## config.mk

```make
export PLATFORM = sky130hd
export DESIGN_NAME = rv32e_core
export DESIGN_NICKNAME = d
export VERILOG_FILES = /design/src/common/core_pkg.sv /design/src/decode/idu.sv /design/src/execute/exu.sv /design/src/rv32e_core.sv /design/src/wbu.sv
export SDC_FILE = /design/constraint.sdc
export NUM_CORES = 2
export LEC_CHECK = 0
export ABC_CLOCK_PERIOD_IN_PS = 13300
export BUFFER_PORTS_ARGS = -buffer_cell sky130_fd_sc_hd__buf_2
export CAP_MARGIN = 20
export CORE_MARGIN = 5
export CORE_UTILIZATION = 37
export DETAILED_ROUTE_END_ITERATION = 7
export PLACE_DENSITY_LB_ADDON = 0.12
export SLEW_MARGIN = 20
export SYNTH_ARGS = -nofsm -noshare
export SYNTH_HDL_FRONTEND = slang
export SYNTH_SLANG_ARGS = --single-unit
```

## constraint.sdc

```tcl
create_clock -name clock -period 13.3 [get_ports clock]
set_clock_uncertainty 0.05 [all_clocks]
set_input_delay 1.995 -clock clock [delete_from_list [all_inputs] [get_ports clock]]
set_output_delay 1.995 -clock clock [all_outputs]
set_load 0.02 [all_outputs]
```

## src/common/core_pkg.sv

```systemverilog
`default_nettype none

package core_pkg;

	// Datapath and register index widths of RV32E
	localparam int xlen       = 32;
	localparam int reg_addr_w = 4;

	// Major opcodes, bits [6:0] of the instruction
	localparam logic [6:0] opcode_op     = 7'b0110011;
	localparam logic [6:0] opcode_op_imm = 7'b0010011;
	localparam logic [6:0] opcode_lui    = 7'b0110111;
	localparam logic [6:0] opcode_auipc  = 7'b0010111;
	localparam logic [6:0] opcode_jal    = 7'b1101111;
	localparam logic [6:0] opcode_jalr   = 7'b1100111;
	localparam logic [6:0] opcode_branch = 7'b1100011;

	// funct3 of the ALU classes
	localparam logic [2:0] f3_add  = 3'b000;
	localparam logic [2:0] f3_sll  = 3'b001;
	localparam logic [2:0] f3_slt  = 3'b010;
	localparam logic [2:0] f3_sltu = 3'b011;
	localparam logic [2:0] f3_xor  = 3'b100;
	localparam logic [2:0] f3_sr   = 3'b101;
	localparam logic [2:0] f3_or   = 3'b110;
	localparam logic [2:0] f3_and  = 3'b111;

	// funct3 of the conditional branches
	localparam logic [2:0] f3_beq  = 3'b000;
	localparam logic [2:0] f3_bne  = 3'b001;
	localparam logic [2:0] f3_blt  = 3'b100;
	localparam logic [2:0] f3_bge  = 3'b101;
	localparam logic [2:0] f3_bltu = 3'b110;
	localparam logic [2:0] f3_bgeu = 3'b111;

	typedef enum logic [2:0] {
		opc_op,
		opc_op_imm,
		opc_lui,
		opc_auipc,
		opc_jal,
		opc_jalr,
		opc_branch,
		opc_illegal
	} op_class_e;

	typedef enum logic [3:0] {
		alu_add,
		alu_sub,
		alu_sll,
		alu_slt,
		alu_sltu,
		alu_xor,
		alu_srl,
		alu_sra,
		alu_or,
		alu_and
	} alu_op_e;

endpackage

`default_nettype wire

```

## src/decode/idu.sv

```systemverilog
`default_nettype none

module idu import core_pkg::*; (
	input  wire                    clock,
	input  wire                    rst_n,
	input  wire                    inst_valid,
	input  wire [xlen-1:0]         inst,
	input  wire [xlen-1:0]         pc,
	input  wire                    squash,
	input  wire [xlen-1:0]         rf_rdata1,
	input  wire [xlen-1:0]         rf_rdata2,
	input  wire                    ex_valid,
	input  wire [reg_addr_w-1:0]   ex_rd,
	input  wire                    ex_rd_wen,
	input  wire [xlen-1:0]         ex_val,
	output logic [reg_addr_w-1:0]  rs1,
	output logic [reg_addr_w-1:0]  rs2,
	output logic                   id_valid,
	output logic [xlen-1:0]        id_pc,
	output op_class_e              id_op_class,
	output alu_op_e                id_alu_op,
	output logic [2:0]             id_funct3,
	output logic [reg_addr_w-1:0]  id_rd,
	output logic                   id_rd_wen,
	output logic [xlen-1:0]        id_src1,
	output logic [xlen-1:0]        id_src2,
	output logic [xlen-1:0]        id_imm
);

	logic            valid_q;
	logic [xlen-1:0] inst_q;
	logic [xlen-1:0] pc_q;

	logic [6:0]      opcode;
	op_class_e       raw_class;
	logic            uses_rd;
	logic            uses_rs1;
	logic            uses_rs2;
	logic            bad_reg;
	logic [xlen-1:0] imm_i;
	logic [xlen-1:0] imm_u;
	logic [xlen-1:0] imm_j;
	logic [xlen-1:0] imm_b;

	always_ff @(posedge clock) begin
		if (!rst_n) begin
			valid_q <= 1'b0;
		end else begin
			valid_q <= inst_valid;
		end
	end

	always_ff @(posedge clock) begin
		if (inst_valid) begin
			inst_q <= inst;
			pc_q   <= pc;
		end
	end

	// Wrong-path slot behind a taken transfer is dropped here
	assign id_valid  = valid_q & ~squash;
	assign id_pc     = pc_q;
	assign opcode    = inst_q[6:0];
	assign id_funct3 = inst_q[14:12];
	assign id_rd     = inst_q[10:7];
	assign rs1       = inst_q[18:15];
	assign rs2       = inst_q[23:20];

	always_comb begin
		case (opcode)
			opcode_op:     raw_class = opc_op;
			opcode_op_imm: raw_class = opc_op_imm;
			opcode_lui:    raw_class = opc_lui;
			opcode_auipc:  raw_class = opc_auipc;
			opcode_jal:    raw_class = opc_jal;
			opcode_jalr:   raw_class = opc_jalr;
			opcode_branch: raw_class = opc_branch;
			default:       raw_class = opc_illegal;
		endcase
	end

	// Register fields only count where the format has them
	assign uses_rd  = (raw_class != opc_branch) && (raw_class != opc_illegal);
	assign uses_rs1 = (raw_class == opc_op) || (raw_class == opc_op_imm) ||
	                  (raw_class == opc_jalr) || (raw_class == opc_branch);
	assign uses_rs2 = (raw_class == opc_op) || (raw_class == opc_branch);
	assign bad_reg  = (uses_rd & inst_q[11]) | (uses_rs1 & inst_q[19]) |
	                  (uses_rs2 & inst_q[24]);

	assign id_op_class = bad_reg ? opc_illegal : raw_class;
	assign id_rd_wen   = uses_rd && !bad_reg && (id_rd != '0);

	always_comb begin
		id_alu_op = alu_add;
		if ((id_op_class == opc_op) || (id_op_class == opc_op_imm)) begin
			case (id_funct3)
				f3_add:  id_alu_op = ((id_op_class == opc_op) && inst_q[30]) ? alu_sub : alu_add;
				f3_sll:  id_alu_op = alu_sll;
				f3_slt:  id_alu_op = alu_slt;
				f3_sltu: id_alu_op = alu_sltu;
				f3_xor:  id_alu_op = alu_xor;
				f3_sr:   id_alu_op = inst_q[30] ? alu_sra : alu_srl;
				f3_or:   id_alu_op = alu_or;
				f3_and:  id_alu_op = alu_and;
				default: id_alu_op = alu_add;
			endcase
		end
	end

	assign imm_i = {{20{inst_q[31]}}, inst_q[31:20]};
	assign imm_u = {inst_q[31:12], 12'b0};
	assign imm_j = {{12{inst_q[31]}}, inst_q[19:12], inst_q[20], inst_q[30:21], 1'b0};
	assign imm_b = {{20{inst_q[31]}}, inst_q[7], inst_q[30:25], inst_q[11:8], 1'b0};

	always_comb begin
		case (id_op_class)
			opc_op_imm, opc_jalr: id_imm = imm_i;
			opc_lui, opc_auipc:   id_imm = imm_u;
			opc_jal:              id_imm = imm_j;
			opc_branch:           id_imm = imm_b;
			default:              id_imm = '0;
		endcase
	end

	// Bypass from the execute result register, older results are already in the RF
	assign id_src1 = (ex_valid && ex_rd_wen && (ex_rd == rs1)) ? ex_val : rf_rdata1;
	assign id_src2 = (ex_valid && ex_rd_wen && (ex_rd == rs2)) ? ex_val : rf_rdata2;

endmodule

`default_nettype wire

```

## src/execute/exu.sv

```systemverilog
`default_nettype none

module exu import core_pkg::*; (
	input  wire                    clock,
	input  wire                    rst_n,
	input  wire                    id_valid,
	input  wire [xlen-1:0]         id_pc,
	input  op_class_e              id_op_class,
	input  alu_op_e                id_alu_op,
	input  wire [2:0]              id_funct3,
	input  wire [reg_addr_w-1:0]   id_rd,
	input  wire                    id_rd_wen,
	input  wire [xlen-1:0]         id_src1,
	input  wire [xlen-1:0]         id_src2,
	input  wire [xlen-1:0]         id_imm,
	output logic                   ex_valid,
	output logic [xlen-1:0]        ex_pc,
	output logic [reg_addr_w-1:0]  ex_rd,
	output logic                   ex_rd_wen,
	output logic [xlen-1:0]        ex_val,
	output logic                   ex_illegal,
	output logic                   redirect_valid,
	output logic [xlen-1:0]        redirect_pc
);

	logic [xlen-1:0] op_b;
	logic [4:0]      shamt;
	logic [xlen-1:0] alu_res;
	logic [xlen-1:0] rd_val;
	logic            br_cond;
	logic            taken;
	logic [xlen-1:0] target;

	// Register-register uses rs2, everything else the immediate
	assign op_b  = (id_op_class == opc_op) ? id_src2 : id_imm;
	assign shamt = op_b[4:0];

	always_comb begin
		case (id_alu_op)
			alu_add:  alu_res = id_src1 + op_b;
			alu_sub:  alu_res = id_src1 - op_b;
			alu_sll:  alu_res = id_src1 << shamt;
			alu_slt:  alu_res = {31'b0, $signed(id_src1) < $signed(op_b)};
			alu_sltu: alu_res = {31'b0, id_src1 < op_b};
			alu_xor:  alu_res = id_src1 ^ op_b;
			alu_srl:  alu_res = id_src1 >> shamt;
			alu_sra:  alu_res = $signed(id_src1) >>> shamt;
			alu_or:   alu_res = id_src1 | op_b;
			alu_and:  alu_res = id_src1 & op_b;
			default:  alu_res = '0;
		endcase
	end

	always_comb begin
		case (id_op_class)
			opc_lui:           rd_val = id_imm;
			opc_auipc:         rd_val = id_pc + id_imm;
			opc_jal, opc_jalr: rd_val = id_pc + 32'd4;
			default:           rd_val = alu_res;
		endcase
	end

	// funct3 010 and 011 are not branches and never take
	always_comb begin
		case (id_funct3)
			f3_beq:  br_cond = (id_src1 == id_src2);
			f3_bne:  br_cond = (id_src1 != id_src2);
			f3_blt:  br_cond = ($signed(id_src1) < $signed(id_src2));
			f3_bge:  br_cond = ($signed(id_src1) >= $signed(id_src2));
			f3_bltu: br_cond = (id_src1 < id_src2);
			f3_bgeu: br_cond = (id_src1 >= id_src2);
			default: br_cond = 1'b0;
		endcase
	end

	assign taken = (id_op_class == opc_jal) || (id_op_class == opc_jalr) ||
	               ((id_op_class == opc_branch) && br_cond);

	assign target = (id_op_class == opc_jalr) ? ((id_src1 + id_imm) & ~32'd1)
	                                          : (id_pc + id_imm);

	always_ff @(posedge clock) begin
		if (!rst_n) begin
			ex_valid       <= 1'b0;
			ex_rd_wen      <= 1'b0;
			ex_illegal     <= 1'b0;
			redirect_valid <= 1'b0;
		end else begin
			ex_valid       <= id_valid;
			ex_rd_wen      <= id_valid & id_rd_wen;
			ex_illegal     <= id_valid && (id_op_class == opc_illegal);
			redirect_valid <= id_valid & taken;
		end
	end

	always_ff @(posedge clock) begin
		ex_pc       <= id_pc;
		ex_rd       <= id_rd;
		ex_val      <= rd_val;
		redirect_pc <= target;
	end

endmodule

`default_nettype wire

```

## src/rv32e_core.sv

```systemverilog
`default_nettype none

module rv32e_core import core_pkg::*; (
	input  wire                    clock,
	input  wire                    rst_n,
	input  wire                    inst_valid,
	input  wire [xlen-1:0]         inst,
	input  wire [xlen-1:0]         pc,
	output logic                   wb_valid,
	output logic [xlen-1:0]        wb_pc,
	output logic [reg_addr_w-1:0]  wb_rd,
	output logic                   wb_wen,
	output logic [xlen-1:0]        wb_data,
	output logic                   wb_illegal,
	output logic                   redirect_valid,
	output logic [xlen-1:0]        redirect_pc
);

	// Decode to execute
	logic                  id_valid;
	logic [xlen-1:0]       id_pc;
	op_class_e             id_op_class;
	alu_op_e               id_alu_op;
	logic [2:0]            id_funct3;
	logic [reg_addr_w-1:0] id_rd;
	logic                  id_rd_wen;
	logic [xlen-1:0]       id_src1;
	logic [xlen-1:0]       id_src2;
	logic [xlen-1:0]       id_imm;

	// Execute to writeback, also the bypass path
	logic                  ex_valid;
	logic [xlen-1:0]       ex_pc;
	logic [reg_addr_w-1:0] ex_rd;
	logic                  ex_rd_wen;
	logic [xlen-1:0]       ex_val;
	logic                  ex_illegal;

	// Register file read ports
	logic [reg_addr_w-1:0] rs1;
	logic [reg_addr_w-1:0] rs2;
	logic [xlen-1:0]       rf_rdata1;
	logic [xlen-1:0]       rf_rdata2;

	idu u_idu (
		.clock(clock),
		.rst_n(rst_n),
		.inst_valid(inst_valid),
		.inst(inst),
		.pc(pc),
		.squash(redirect_valid),
		.rf_rdata1(rf_rdata1),
		.rf_rdata2(rf_rdata2),
		.ex_valid(ex_valid),
		.ex_rd(ex_rd),
		.ex_rd_wen(ex_rd_wen),
		.ex_val(ex_val),
		.rs1(rs1),
		.rs2(rs2),
		.id_valid(id_valid),
		.id_pc(id_pc),
		.id_op_class(id_op_class),
		.id_alu_op(id_alu_op),
		.id_funct3(id_funct3),
		.id_rd(id_rd),
		.id_rd_wen(id_rd_wen),
		.id_src1(id_src1),
		.id_src2(id_src2),
		.id_imm(id_imm)
	);

	exu u_exu (
		.clock(clock),
		.rst_n(rst_n),
		.id_valid(id_valid),
		.id_pc(id_pc),
		.id_op_class(id_op_class),
		.id_alu_op(id_alu_op),
		.id_funct3(id_funct3),
		.id_rd(id_rd),
		.id_rd_wen(id_rd_wen),
		.id_src1(id_src1),
		.id_src2(id_src2),
		.id_imm(id_imm),
		.ex_valid(ex_valid),
		.ex_pc(ex_pc),
		.ex_rd(ex_rd),
		.ex_rd_wen(ex_rd_wen),
		.ex_val(ex_val),
		.ex_illegal(ex_illegal),
		.redirect_valid(redirect_valid),
		.redirect_pc(redirect_pc)
	);

	wbu u_wbu (
		.clock(clock),
		.rst_n(rst_n),
		.ex_valid(ex_valid),
		.ex_pc(ex_pc),
		.ex_rd(ex_rd),
		.ex_rd_wen(ex_rd_wen),
		.ex_val(ex_val),
		.ex_illegal(ex_illegal),
		.rs1(rs1),
		.rs2(rs2),
		.rf_rdata1(rf_rdata1),
		.rf_rdata2(rf_rdata2),
		.wb_valid(wb_valid),
		.wb_pc(wb_pc),
		.wb_rd(wb_rd),
		.wb_wen(wb_wen),
		.wb_data(wb_data),
		.wb_illegal(wb_illegal)
	);

endmodule

`default_nettype wire

```

## src/wbu.sv

```systemverilog
`default_nettype none

module wbu import core_pkg::*; (
	input  wire                    clock,
	input  wire                    rst_n,
	input  wire                    ex_valid,
	input  wire [xlen-1:0]         ex_pc,
	input  wire [reg_addr_w-1:0]   ex_rd,
	input  wire                    ex_rd_wen,
	input  wire [xlen-1:0]         ex_val,
	input  wire                    ex_illegal,
	input  wire [reg_addr_w-1:0]   rs1,
	input  wire [reg_addr_w-1:0]   rs2,
	output logic [xlen-1:0]        rf_rdata1,
	output logic [xlen-1:0]        rf_rdata2,
	output logic                   wb_valid,
	output logic [xlen-1:0]        wb_pc,
	output logic [reg_addr_w-1:0]  wb_rd,
	output logic                   wb_wen,
	output logic [xlen-1:0]        wb_data,
	output logic                   wb_illegal
);

	logic [xlen-1:0] rf [2**reg_addr_w];

	always_ff @(posedge clock) begin
		if (!rst_n) begin
			for (int i = 0; i < 2**reg_addr_w; i++) begin
				rf[i] <= '0;
			end
		end else if (ex_valid && ex_rd_wen && (ex_rd != '0)) begin
			rf[ex_rd] <= ex_val;
		end
	end

	// x0 hardwired to zero
	assign rf_rdata1 = (rs1 == '0) ? '0 : rf[rs1];
	assign rf_rdata2 = (rs2 == '0) ? '0 : rf[rs2];

	// Retire record
	always_ff @(posedge clock) begin
		if (!rst_n) begin
			wb_valid   <= 1'b0;
			wb_wen     <= 1'b0;
			wb_illegal <= 1'b0;
		end else begin
			wb_valid   <= ex_valid;
			wb_wen     <= ex_valid & ex_rd_wen;
			wb_illegal <= ex_valid & ex_illegal;
		end
	end

	always_ff @(posedge clock) begin
		wb_pc   <= ex_pc;
		wb_rd   <= ex_rd;
		wb_data <= ex_val;
	end

endmodule

`default_nettype wire
```

==> results.yml <==
power:
  p_leak_nw: 21.01
  peakVddDrop_mv: 0.08581
  power_density_nw_per_um2: 132.1
synth:
  synthesis.area_um2: 48530
  netlist_instances: 4280
  async_flop_share_pct: 0
  synth.distinct_cells: 106
  synth_top_flop_cell: "edfxtp_1"
  ys_ff_latch: 760
  yosysWarnings: 0
  avgSynthCellArea_um2: 11.34
  ys_seq_area_share_pct: 43.23
  synth_edf_count: 576
drt:
  initialDrtViolationCount: 4462
  via_count: 37675
  wl_um: 200200
  drc: 0
  drt_pass1_iterations: 6
  vias_per_cell: 6.089
  drt.antenna.violating_nets: 0
  wire_per_inst_um: 32.36
clock_tree:
  clock_latency_ns: 0.72
  clk_path_buf_depth: 3
  cts_tree: "done"
  htreeDepth: 3
  cts_made_buffers: 89
  cts_setup_buffers: 0
  clock_sinks: 760
  hold_buffers: 0
  cts_root_buf: "clkbuf_16"
  cts_resized: 0
  clk_pin_slew_worst_paths_ns: 0.07
timing:
  min_period_over_period_pct: 60.12
  slew_headroom_pct: 22.09
  worstMarginPinSlew_ns: 1.169
  period_minus_slack_ns: 7.996
  totalNegativeSetupSlack_ns: 0
  clock.fmax_mhz: 125.1
  hold_viol: 0
  maxSlewViolCount: 0
  setup_viol: 0
  fin_ws_ns: 5.304
  rsz0062_at_grt: "false"
global_route:
  overflow: 0
  grt_pass1_wl_um: 280700
  antenna_found_initial: 5
  grt_pass1_vias: 37201
  grt_use_total_pct: 28.33
  grt_max_degree: 102
floorplanning:
  initial_core_util_pct: 37.33
  die_area_um2: 138500
  coreArea_um2: 130000
  die_h_um: 372.2
  fp.dieW_um: 372.2
  ios: 171
  rows: 132
layout:
  fillCellCount: 12413
  ff_latch_area_um2: 21000
  final_cell_mix: "576 x edfxtp_1, 501 x and2_1, 316 x mux4_2"
  final_common_cell: "edfxtp_1"
  syn_to_final_growth_pct: 11.91
  final_cells: 6187
  finalNetCount: 4636
  multi_input_area_um2: 25920
  drive_gt1_share_pct: 19.70
place:
  detailed_place_hpwl_um: 135000
  io_buffers: 170
  post-place-ws_ns: 5.491
  gp_congestion: 1.006
  placedCellCount: 6022
critical_path:
  worst-path-buf-inv: 2
  critPathTopFamily: "compound AO/OA/AOI/OAI gates"
  end_kind: "register"
  criticalPathCategory: "register to register"
  critical_path_required_ns: 13.81
  crit_chain: "and3b_1 > nand4_1 > a2111oi_2 > a21oi_1 > nor2_1 > buf_4 > nand2_1 > a21oi_1 > a21o_1 > nand2b_1 > a21boi_0 > ha_1 > inv_1 > a2111oi_0 > nand4_1 > and2_1 > a221o_1 > o41ai_1 > xor2_1 > a221o_1 > a211oi_1 > a221oi_1"
  crit_slowest_cell: "a21oi_1"
  cp-start-kind: "register"
  cp.arrival_ns: 8.50
  path_max_fanout: 21
  slowest_delay_ns: 1.02
run_status:
  status: "finished clean"
run:
  drv_cap: 0
hold_path:
  min_path_type: "register to register"
cell type report:
class                           count  share of cell area (%)
Antenna cell                        4                 0.01843
Clock buffer                      126                   4.596
Clock inverter                     35                  0.6497
Inverter                          168                   1.166
Multi-Input combinational cell   3071                   47.74
Sequential cell                   760                   38.67
Tap cell                         1742                   4.013
Timing Repair Buffer              281                   3.152
cells in the mapped netlist, types with 28 or more instances:
| cell | number | area share [%] |
|---|---|---|
| edfxtp_1 | 576 | 36 |
| and2_1 | 501 | 6.5 |
| mux4_2 | 316 | 15 |
| nand2_1 | 236 | 1.8 |
| clkbuf_1 | 217 | 1.7 |
| a21oi_1 | 214 | 2.2 |
| nor2_1 | 214 | 1.7 |
| ha_1 | 194 | 5.0 |
| o21ai_0 | 187 | 1.9 |
| dfxtp_1 | 184 | 7.6 |
| inv_1 | 155 | 1.2 |
| nand3_1 | 114 | 1.2 |
| o211ai_1 | 76 | 1.2 |
| a21o_1 | 72 | 1.1 |
| nor3_1 | 72 | 0.74 |
| mux2i_1 | 71 | 1.5 |
| xnor2_1 | 64 | 1.2 |
| buf_2 | 39 | 0.40 |
| a22o_1 | 35 | 0.63 |
| xor2_1 | 35 | 0.63 |
| o21ai_1 | 33 | 0.34 |
| nand2b_1 | 32 | 0.41 |
| o31ai_1 | 31 | 0.48 |
| a31oi_1 | 29 | 0.37 |
| a211oi_1 | 28 | 0.43 |
| a21boi_0 | 28 | 0.43 |
state kept, by name, summed over array words and instances, names as in the netlist, 32 cells and up, named ones only:
name               flops
u_wbu.rf             512
u_exu.ex_pc           32
u_exu.ex_val          32
u_exu.redirect_pc     32
u_idu.id_pc           32
u_idu.inst_q          32
u_wbu.wb_data         32
u_wbu.wb_pc           32
path summary, 6_finish.rpt:
check,startpoint,endpoint,depth (start not counted),slack (ns)
setup / recovery,u_idu.inst_q[3]$_DFFE_PP_,u_exu.ex_val[29]$_DFF_P_,22,5.30
hold / removal,u_exu.ex_pc[14]$_DFF_P_,u_wbu.wb_pc[14]$_DFF_P_,0,0.26
setup reg to reg,u_idu.inst_q[3]$_DFFE_PP_,u_exu.ex_val[29]$_DFF_P_,22,5.30
hold reg to reg,u_exu.ex_pc[14]$_DFF_P_,u_wbu.wb_pc[14]$_DFF_P_,0,0.26
per-stage QoR:
stage | util (%) | cell area [um^2] | power, mW | hold WS, ns
4_1_cts | 41.77 | 54300 | 7.197 | 0.2619
3_3_place_gp | 39.57 | 51440 | 4.765 | 0.2600
6_report | 41.78 | 54310 | 7.176 | 0.2557
3_5_place_dp | 39.58 | 51450 | 4.753 | 0.2621
2_1_floorplan | - | 48640 | 4.015 | 0.2596
5_1_grt | 41.78 | 54300 | 7.447 | 0.2763
cell families after synthesis:
kind of cell / synth area share [%]
adders and majority gates: 5.167
AOI/OAI and AO/OA: 14.45
DFF: 43.23
other: 0.007728
buffers and inverters: 4.290
and+or+nand+nor: 14.40
muxes: 16.67
xor gates and xnor gates: 1.787
metal layers:
| metal | global-route usage, % | wire, um |
|---|---|---|
| met2 | 46.89 | 94550 |
| met5 | 0 | 0 |
| met1 | 37.22 | 82650 |
| met3 | 4.126 | 13470 |
| met4 | 12.08 | 9524 |
power breakdown:
part / total [mW] / internal, mW / switching [mW]
combinational: 1.76 / 0.652 / 1.10
sequential: 2.99 / 2.71 / 0.278
clock: 2.43 / 1.37 / 1.06
Note: power is estimated with default switching activity, not from simulation.
